$ cat config.mk
export PLATFORM = sky130hd
export DESIGN_NAME = cpu_top
export DESIGN_NICKNAME = d
export VERILOG_FILES = /design/src/cpu_pkg.sv /design/src/instr_decoder.sv /design/src/reg_file.sv /design/src/execute_unit.sv /design/src/pc_unit.sv /design/src/data_cache.sv /design/src/cpu_top.sv
export VERILOG_INCLUDE_DIRS = /design/src
export SDC_FILE = /design/constraint.sdc
export NUM_CORES = 1
export LEC_CHECK = 0
export BUFFER_PORTS_ARGS = -buffer_cell sky130_fd_sc_hd__buf_2
export CORE_AREA = 2 2 256 258
export DETAILED_ROUTE_END_ITERATION = 6
export DIE_AREA = 0 0 258 260
export PLACE_DENSITY_LB_ADDON = 0.08
export SYNTH_ARGS = -nofsm -noshare
export SYNTH_HDL_FRONTEND = slang
export SYNTH_SLANG_ARGS = --single-unit
$ cat constraint.sdc
create_clock -name clock -period 8.37 [get_ports clock]
set_clock_uncertainty 0.2 [all_clocks]
set_input_delay 0 -clock clock [delete_from_list [all_inputs] [get_ports clock]]
set_output_delay 0 -clock clock [all_outputs]
set_load 0.005 [all_outputs]
$ cat src/cpu_macros.svh
`ifndef CPU_MACROS_SVH
`define CPU_MACROS_SVH

// datapath widths
`define DATA_W        8
`define INSTR_W       32
`define PC_W          32

// register file
`define REG_COUNT     8
`define REG_ADDR_W    3

// data cache geometry, 4-byte blocks
`define CACHE_LINES   8
`define BLOCK_W       32
`define TAG_W         3
`define BLOCK_ADDR_W  6

// opcodes, instruction bits 31..24
`define OP_LOADI      8'h00
`define OP_MOV        8'h01
`define OP_ADD        8'h02
`define OP_SUB        8'h03
`define OP_AND        8'h04
`define OP_OR         8'h05
`define OP_BEQ        8'h06
`define OP_J          8'h07
`define OP_LWD        8'h08
`define OP_LWI        8'h09
`define OP_SWD        8'h0a
`define OP_SWI        8'h0b

// alu selects
`define ALU_FWD       3'b000
`define ALU_ADD       3'b001
`define ALU_AND       3'b010
`define ALU_OR        3'b011
`define ALU_CMP       3'b100

`endif

$ cat src/cpu_pkg.sv
`include "cpu_macros.svh"

package cpu_pkg;

    typedef logic [`DATA_W-1:0]       data_t;       // data byte or data address
    typedef logic [`INSTR_W-1:0]      instr_t;
    typedef logic [`PC_W-1:0]         pc_t;
    typedef logic [`REG_ADDR_W-1:0]   reg_addr_t;
    typedef logic [7:0]               opcode_t;
    typedef logic [2:0]               alu_sel_t;
    typedef logic [`BLOCK_W-1:0]      block_t;
    typedef logic [`BLOCK_ADDR_W-1:0] block_addr_t;

    // decoded control for one instruction
    typedef struct packed {
        alu_sel_t alu_sel;
        logic     use_reg_operand;  // src2 register instead of immediate
        logic     negate;           // two's complement of operand 2
        logic     reg_write;
        logic     mem_read;
        logic     mem_write;
        logic     wb_from_mem;      // load data back to dest
        logic     branch;
        logic     jump;
    } ctrl_t;

    // block request towards data memory
    typedef struct packed {
        logic        read;
        logic        write;
        block_addr_t block_addr;
        block_t      writedata;
    } mem_req_t;

    typedef enum logic [1:0] {
        IDLE,
        WRITE_BACK,
        MEM_READ,
        UPDATE
    } cache_state_e;

endpackage

$ cat src/instr_decoder.sv
`timescale 1ns/1ps
`include "cpu_macros.svh"

module instr_decoder (
    input  cpu_pkg::instr_t instruction,
    output cpu_pkg::ctrl_t  ctrl
);

    cpu_pkg::opcode_t opcode;

    assign opcode = instruction[31:24];

    always_comb begin
        ctrl = '0;  // unknown opcodes fall through as no-ops
        case (opcode)
            `OP_LOADI: begin
                ctrl.alu_sel   = `ALU_FWD;
                ctrl.reg_write = 1'b1;
            end
            `OP_MOV: begin
                ctrl.alu_sel         = `ALU_FWD;
                ctrl.use_reg_operand = 1'b1;
                ctrl.reg_write       = 1'b1;
            end
            `OP_ADD: begin
                ctrl.alu_sel         = `ALU_ADD;
                ctrl.use_reg_operand = 1'b1;
                ctrl.reg_write       = 1'b1;
            end
            `OP_SUB: begin
                ctrl.alu_sel         = `ALU_ADD;  // add of the negated operand
                ctrl.use_reg_operand = 1'b1;
                ctrl.negate          = 1'b1;
                ctrl.reg_write       = 1'b1;
            end
            `OP_AND: begin
                ctrl.alu_sel         = `ALU_AND;
                ctrl.use_reg_operand = 1'b1;
                ctrl.reg_write       = 1'b1;
            end
            `OP_OR: begin
                ctrl.alu_sel         = `ALU_OR;
                ctrl.use_reg_operand = 1'b1;
                ctrl.reg_write       = 1'b1;
            end
            `OP_BEQ: begin
                ctrl.alu_sel         = `ALU_CMP;
                ctrl.use_reg_operand = 1'b1;
                ctrl.branch          = 1'b1;
            end
            `OP_J: begin
                ctrl.jump = 1'b1;
            end
            `OP_LWD: begin
                ctrl.use_reg_operand = 1'b1;  // address from src2
                ctrl.mem_read        = 1'b1;
                ctrl.reg_write       = 1'b1;
                ctrl.wb_from_mem     = 1'b1;
            end
            `OP_LWI: begin
                ctrl.mem_read    = 1'b1;
                ctrl.reg_write   = 1'b1;
                ctrl.wb_from_mem = 1'b1;
            end
            `OP_SWD: begin
                ctrl.use_reg_operand = 1'b1;
                ctrl.mem_write       = 1'b1;
            end
            `OP_SWI: begin
                ctrl.mem_write = 1'b1;
            end
            default: begin
                ctrl = '0;
            end
        endcase
    end

endmodule

$ cat src/reg_file.sv
`timescale 1ns/1ps
`include "cpu_macros.svh"

module reg_file (
    input  logic               clock,
    input  logic               reset,
    input  cpu_pkg::ctrl_t     ctrl,
    input  logic               stall,
    input  cpu_pkg::reg_addr_t dest,
    input  cpu_pkg::reg_addr_t src1,
    input  cpu_pkg::reg_addr_t src2,
    input  cpu_pkg::data_t     alu_result,
    input  cpu_pkg::data_t     load_data,
    output cpu_pkg::data_t     rdata1,
    output cpu_pkg::data_t     rdata2
);

    cpu_pkg::data_t regs [`REG_COUNT];
    cpu_pkg::data_t wdata;

    // write-back source
    assign wdata = ctrl.wb_from_mem ? load_data : alu_result;

    assign rdata1 = regs[src1];
    assign rdata2 = regs[src2];

    always_ff @(posedge clock) begin
        if (reset) begin
            for (int i = 0; i < `REG_COUNT; i++) begin
                regs[i] <= '0;
            end
        end else if (ctrl.reg_write && !stall) begin  // held while a miss is served
            regs[dest] <= wdata;
        end
    end

endmodule

$ cat src/execute_unit.sv
`timescale 1ns/1ps
`include "cpu_macros.svh"

module execute_unit (
    input  cpu_pkg::ctrl_t ctrl,
    input  cpu_pkg::data_t rdata1,
    input  cpu_pkg::data_t rdata2,
    input  cpu_pkg::data_t immediate,
    output cpu_pkg::data_t alu_result,
    output logic           equal
);

    cpu_pkg::data_t operand_sel;
    cpu_pkg::data_t operand2;

    assign operand_sel = ctrl.use_reg_operand ? rdata2 : immediate;
    assign operand2    = ctrl.negate ? (~operand_sel + 1'b1) : operand_sel;  // for sub

    always_comb begin
        case (ctrl.alu_sel)
            `ALU_FWD: alu_result = operand2;
            `ALU_ADD: alu_result = rdata1 + operand2;
            `ALU_AND: alu_result = rdata1 & operand2;
            `ALU_OR:  alu_result = rdata1 | operand2;
            default:  alu_result = '0;
        endcase
    end

    // beq compares the two register values
    assign equal = (rdata1 == rdata2);

endmodule

$ cat src/pc_unit.sv
`timescale 1ns/1ps
`include "cpu_macros.svh"

module pc_unit (
    input  logic           clock,
    input  logic           reset,
    input  cpu_pkg::ctrl_t ctrl,
    input  logic           stall,
    input  logic           equal,
    input  cpu_pkg::data_t offset,
    output cpu_pkg::pc_t   pc
);

    cpu_pkg::pc_t pc_plus4;
    cpu_pkg::pc_t offset_ext;
    cpu_pkg::pc_t next_pc;
    logic         take;

    assign pc_plus4 = pc + `PC_W'(4);

    // sign-extended word offset
    assign offset_ext = {{(`PC_W - `DATA_W - 2){offset[`DATA_W-1]}}, offset, 2'b00};

    assign take    = ctrl.jump || (ctrl.branch && equal);
    assign next_pc = take ? (pc_plus4 + offset_ext) : pc_plus4;

    always_ff @(posedge clock) begin
        if (reset) begin
            pc <= '0;
        end else if (!stall) begin
            pc <= next_pc;
        end
    end

endmodule

$ cat src/data_cache.sv
`timescale 1ns/1ps
`include "cpu_macros.svh"

module data_cache (
    input  logic              clock,
    input  logic              reset,
    input  cpu_pkg::ctrl_t    ctrl,
    input  cpu_pkg::data_t    address,
    input  cpu_pkg::data_t    writedata,
    input  logic              mem_busywait,
    input  cpu_pkg::block_t   mem_readdata,
    output cpu_pkg::data_t    load_data,
    output logic              stall,
    output cpu_pkg::mem_req_t mem_req
);

    localparam int INDEX_W = `BLOCK_ADDR_W - `TAG_W;

    cpu_pkg::block_t         data_array [`CACHE_LINES];
    logic [`TAG_W-1:0]       tag_array [`CACHE_LINES];
    logic [`CACHE_LINES-1:0] valid_bits;
    logic [`CACHE_LINES-1:0] dirty_bits;

    cpu_pkg::cache_state_e state;
    cpu_pkg::cache_state_e next_state;
    cpu_pkg::block_t       fill_block;  // block fetched from memory

    logic [`TAG_W-1:0] tag;
    logic [INDEX_W-1:0] index;
    logic [1:0]         byte_sel;
    logic               access;
    logic               hit;
    logic               victim_dirty;

    assign {tag, index, byte_sel} = address;

    assign access       = ctrl.mem_read || ctrl.mem_write;
    assign hit          = valid_bits[index] && (tag_array[index] == tag);
    assign victim_dirty = valid_bits[index] && dirty_bits[index];
    assign stall        = access && !hit;

    // byte 0 sits in block bits 7..0
    assign load_data = data_array[index][{byte_sel, 3'b000} +: `DATA_W];

    always_comb begin
        next_state = state;
        case (state)
            cpu_pkg::IDLE: begin
                if (stall) begin
                    next_state = victim_dirty ? cpu_pkg::WRITE_BACK : cpu_pkg::MEM_READ;
                end
            end
            cpu_pkg::WRITE_BACK: begin
                if (!mem_busywait) begin
                    next_state = cpu_pkg::MEM_READ;
                end
            end
            cpu_pkg::MEM_READ: begin
                if (!mem_busywait) begin
                    next_state = cpu_pkg::UPDATE;
                end
            end
            cpu_pkg::UPDATE: next_state = cpu_pkg::IDLE;
            default:         next_state = cpu_pkg::IDLE;
        endcase
    end

    // request levels held for the whole state
    always_comb begin
        mem_req = '0;
        case (state)
            cpu_pkg::WRITE_BACK: begin
                mem_req.write      = 1'b1;
                mem_req.block_addr = {tag_array[index], index};  // victim block
                mem_req.writedata  = data_array[index];
            end
            cpu_pkg::MEM_READ: begin
                mem_req.read       = 1'b1;
                mem_req.block_addr = {tag, index};
            end
            default: begin
                mem_req = '0;
            end
        endcase
    end

    always_ff @(posedge clock) begin
        if (reset) begin
            state      <= cpu_pkg::IDLE;
            valid_bits <= '0;
            dirty_bits <= '0;
        end else begin
            state <= next_state;
            if (state == cpu_pkg::UPDATE) begin
                valid_bits[index] <= 1'b1;
                dirty_bits[index] <= 1'b0;  // fresh copy of memory
            end else if (ctrl.mem_write && hit) begin
                dirty_bits[index] <= 1'b1;
            end
        end
    end

    always_ff @(posedge clock) begin
        if (state == cpu_pkg::MEM_READ && !mem_busywait) begin
            fill_block <= mem_readdata;  // readdata valid in the completing cycle
        end
        if (state == cpu_pkg::UPDATE) begin
            data_array[index] <= fill_block;
            tag_array[index]  <= tag;
        end else if (ctrl.mem_write && hit) begin
            data_array[index][{byte_sel, 3'b000} +: `DATA_W] <= writedata;
        end
    end

endmodule

$ cat src/cpu_top.sv
`timescale 1ns/1ps

module cpu_top (
    input  logic              clock,
    input  logic              reset,
    input  cpu_pkg::instr_t   instruction,
    input  logic              mem_busywait,
    input  cpu_pkg::block_t   mem_readdata,
    output cpu_pkg::pc_t      pc,
    output cpu_pkg::mem_req_t mem_req
);

    cpu_pkg::ctrl_t ctrl;
    cpu_pkg::data_t rdata1;
    cpu_pkg::data_t rdata2;
    cpu_pkg::data_t alu_result;  // also the data address
    cpu_pkg::data_t load_data;
    logic           equal;
    logic           stall;

    instr_decoder u_decoder (
        .instruction (instruction),
        .ctrl        (ctrl)
    );

    reg_file u_reg_file (
        .clock      (clock),
        .reset      (reset),
        .ctrl       (ctrl),
        .stall      (stall),
        .dest       (instruction[18:16]),
        .src1       (instruction[10:8]),
        .src2       (instruction[2:0]),
        .alu_result (alu_result),
        .load_data  (load_data),
        .rdata1     (rdata1),
        .rdata2     (rdata2)
    );

    execute_unit u_execute (
        .ctrl       (ctrl),
        .rdata1     (rdata1),
        .rdata2     (rdata2),
        .immediate  (instruction[7:0]),
        .alu_result (alu_result),
        .equal      (equal)
    );

    pc_unit u_pc (
        .clock  (clock),
        .reset  (reset),
        .ctrl   (ctrl),
        .stall  (stall),
        .equal  (equal),
        .offset (instruction[23:16]),
        .pc     (pc)
    );

    // stores write source 1
    data_cache u_dcache (
        .clock        (clock),
        .reset        (reset),
        .ctrl         (ctrl),
        .address      (alu_result),
        .writedata    (rdata1),
        .mem_busywait (mem_busywait),
        .mem_readdata (mem_readdata),
        .load_data    (load_data),
        .stall        (stall),
        .mem_req      (mem_req)
    );

endmodule

==> summary.md <==
| Metric | Value |
|---|---|
| Run status | finished, final reports clean |
| Initial DRC count | 1251 |
| DRC | 0 |
| Clock sink count | 424 |
| Post-route cell area | 26660 µm² |
| Type of the worst setup path | flip-flop to flip-flop |
| Final Hold Vio Count | 0 |
| Layout area overhead | 19.90% |
| Crit Path Max Fanout | 12 |
| Initial antenna violation count | 3 |
| Worst Reg2Reg Path Length in Cells | 23 |
| Syn Area/Cell | 11.88 µm² |
| Routed WL per cell | 23.37 µm |
| FFs w/ async S/R, synth | 0% |
| Share of layout cells above drive strength 1 | 18.83% |
| CP arrival | 7.58 ns |
| Die Y-Extent | about 260 µm |
| PostCTS Resize Cnt | 0 |
| Placed cells | 2845 |
| F_max | 136.4 MHz |
| R2R Path Start | u_reg_file.regs[7][0] |
| Cells along the critical path | mux2i_1 > mux4_2 > o21ai_0 > inv_1 > ha_1 > nand2_1 > o21ai_0 > inv_1 > fa_1 > nor2b_1 > o21ai_0 > nor3b_1 > o32a_1 > o21ai_1 > nor2_4 > nor2_1 > a22oi_1 > a31oi_1 > a2bb2oi_1 > a22oi_1 > buf_4 > nor3b_1 > dlygate4sd3_1 |
| VDD IR-drop max | 163.7 µV |
| DR vias/cell | 5.320 |
| Final cell count without fillers | 3018 |
| Max-slew violations | 0 |
| Synth Flop Type | edfxtp_1 |
| CP max-delay cell | nor2_1 |
| Largest stage delay on the critical path | between 0.7 and 0.8 ns |
| Period minus WS final | approximately 7.3 ns |
| P per Cell Area | 202.3 nW/µm² |
| Initial DRT Pass Iterations | 6 |
| Dpl cell area | about 24000 µm² |
| Most used cell, CP | o21ai_0 |
| Total grt overflow | 0 |
| Core footprint | 64120 µm² |
| First-pass GRT wire length | roughly 100 mm |
| Yosys cell types | 83 |
| RSZ-0062 raised after global routing | false |
| Crit. End Element | flip-flop |
| Worst-Margin Slew | around 1.2 ns |
| Starting Density | 34.68% |
| Lkg Pwr | 0.01005 µW |
| Via count | about 16000 |
| WP data required | 8.62 ns |
| Std cell rows | 93 |
| Clk Latency, worst-skew pair | 0.61 ns |
| Tot GR Track Use | 20.88% |
| Final setup viols | 0 |
| Die ar. | about 67000 µm² |
| EDFF count, synth | 376 |
| DRT Wirelength | 70.54 mm |
| IO Port Bufs | approximately 130 |
| H-tree Lvls | 2 |
| Post-layout nets | approximately 2200 |
| Total power | 5394 µW |
| Period utilization | 87.61% |
| Total CTS buffers | 50 |
| Hold Path Origin | instruction[20] |
| Setup TNS | 0 ns |
| Post-route ant nets | 0 |
| Startpoint type of the worst setup path | flip-flop |
| Critical path startpoint | u_reg_file.regs[7][0] |
| Root Buffer | clkbuf_16 |
| Die width | around 260 µm |
| Synthesized instance count | 1872 |
| Worst Hold Depth | 6 |
| GPL Wtd Cong | around 0.85 |
| CTS tree | built |
| IO Pins | 139 |
| CTS Buffer Depth | 3 |
| Syn. warnings | 0 |
| Max_slew headroom | 22.90% |
| Clock transition at the registers of the reported paths | 0.06 ns |
| Sequential share of the synthesized area | around 55% |
| Synth Register Bits | 424 |
| Max_cap viols | 0 |
| HPWL after DPL | 49.41 mm |
| Min-delay worst type | primary input to flip-flop |
| Synthesized area | 22240 µm² |
| Number of global-route vias before repair | about 16000 |
| Largest net degree at the start of global routing | 59 |
cell usage after synthesis, types with 7 or more instances:
library cell,instances,share of area [%]
o21ai_0,67,1.5
a211oi_1,34,1.1
a21oi_1,74,1.7
buf_1,11,0.19
a31oi_1,12,0.34
buf_4,10,0.34
buf_2,20,0.45
nor3_1,30,0.68
clkbuf_1,52,0.88
xor2_1,20,0.79
nand4_1,13,0.37
a221oi_1,16,0.63
inv_1,49,0.83
o221ai_1,7,0.28
xnor2_1,47,1.9
nand2b_1,14,0.39
o21a_1,23,0.78
a22oi_1,21,0.71
o211ai_1,10,0.34
o22ai_1,8,0.23
nand2_1,144,2.4
nor3b_1,9,0.30
nor2b_1,43,1.2
nor2_1,210,3.5
mux4_2,34,3.4
mux2_2,59,3.0
nand3_1,44,0.99
and2_1,32,0.90
a21boi_0,7,0.24
ha_1,57,3.2
dfxtp_1,48,4.3
mux2i_1,128,5.8
and3_1,16,0.45
a21o_1,18,0.61
edfxtp_1,376,51
layer usage:
| layer | vias to the layer above | GRT usage, % | wire (µm) |
|---|---|---|---|
| met5 | - | 0 | 0 |
| met4 | 0 | 6.182 | 1820 |
| met2 | 403 | 36.43 | 34520 |
| li1 | 7550 | - | - |
| met3 | 102 | 3.197 | 3609 |
| met1 | 8001 | 26.77 | 30600 |
worst max-delay path, delay by kind of cell (launching register included):
kind                     cells  cell delay (ns)
multiplexers                 2             0.63
AND/OR/NAND/NOR              6             1.53
AO/OA/AOI/OAI                9             2.67
flip-flops                   1             0.37
buffers and inverters        4             1.04
adder cells (fa/ha/maj)      2             0.72
cell type report:
class,count,area (µm²)
fillers,6075,37450
clock inverters,27,264.0
diodes,2,5.005
inverters,49,183.9
well taps,855,1070
clock buffers,66,1373
repair buffers,288,2054
multi-input cells,1307,9462
flip-flops and latches,424,12250
cells in the final DEF, fill, tap and decap left out, types with 14 or more instances in the layout:
| master | netlist | final |
|---|---|---|
| edfxtp_1 | 376 | 376 |
| xnor2_1 | 47 | 47 |
| o21a_1 | 23 | 22 |
| and3_1 | 16 | 16 |
| buf_2 | 20 | 131 |
| nand3_1 | 44 | 44 |
| nor2b_1 | 43 | 43 |
| a211oi_1 | 34 | 34 |
| a221oi_1 | 16 | 16 |
| mux2_2 | 59 | 59 |
| inv_1 | 49 | 49 |
| mux2i_1 | 128 | 128 |
| and2_1 | 32 | 32 |
| nor2_1 | 210 | 209 |
| o21ai_0 | 67 | 66 |
| clkinv_1 | 0 | 14 |
| mux4_2 | 34 | 34 |
| buf_4 | 10 | 77 |
| clkbuf_16 | 0 | 51 |
| xor2_1 | 20 | 20 |
| nor3_1 | 30 | 29 |
| dlygate4sd3_1 | 0 | 78 |
| a21oi_1 | 74 | 74 |
| a21o_1 | 18 | 18 |
| ha_1 | 57 | 57 |
| nand2b_1 | 14 | 14 |
| nand2_1 | 144 | 144 |
| a22oi_1 | 21 | 21 |
| dfxtp_1 | 48 | 48 |
sequential cells by signal, indices dropped and copies added (netlist names), named ones only:
name and cells:
u_dcache.state 2, u_dcache.fill_block 32, u_dcache.valid_bits 8, u_reg_file.regs 64, u_dcache.tag_array 24, u_pc.pc 30
u_dcache.data_array 256
cells by family after synthesis:
| kind of cell | synth area share (%) |
|---|---|
| AND/OR/NAND/NOR | 12.90 |
| flip-flops | 55.09 |
| AO/OA/AOI/OAI | 10.97 |
| multiplexers | 12.19 |
| buffers and inverters | 2.678 |
| XOR/XNOR | 2.712 |
| adder cells (fa/ha/maj) | 3.432 |
| other | 0.01686 |
where the power goes:
part           internal (µW)  switching (µW)  leakage (µW)  total (µW)
clock                   1280             886      0.000794        2160
combinational            311             519       0.00540         831
sequential              2370            26.2       0.00385        2400
repair_timing:
action	in CTS	in global routing
hold endpoints to repair	149	0
setup buffers	0	0
hold buffers	78	0
per-stage QoR:
stage / setup slack [ns] / utilization (%) / hold WS (ns)
floorplan: 1.843 / - / -0.1011
global placement: 1.349 / 37.81 / -0.02045
detailed placement: 1.259 / 37.81 / -0.02110
CTS: 1.170 / 41.58 / 0.01301
global route: 0.5940 / 41.58 / 0.05312
finish: 1.037 / 41.59 / 0.02855
final timing paths:
| check | to | slack [ns] |
|---|---|---|
| worst max-delay path | u_reg_file.regs[1][1] | 1.04 |
| worst min-delay path | u_pc.pc[6] | 0.03 |
| worst max register to register | u_reg_file.regs[1][1] | 1.04 |
| worst min register to register | u_dcache.valid_bits[3] | 0.26 |
No activity file was read; power rests on OpenSTA's default activity.
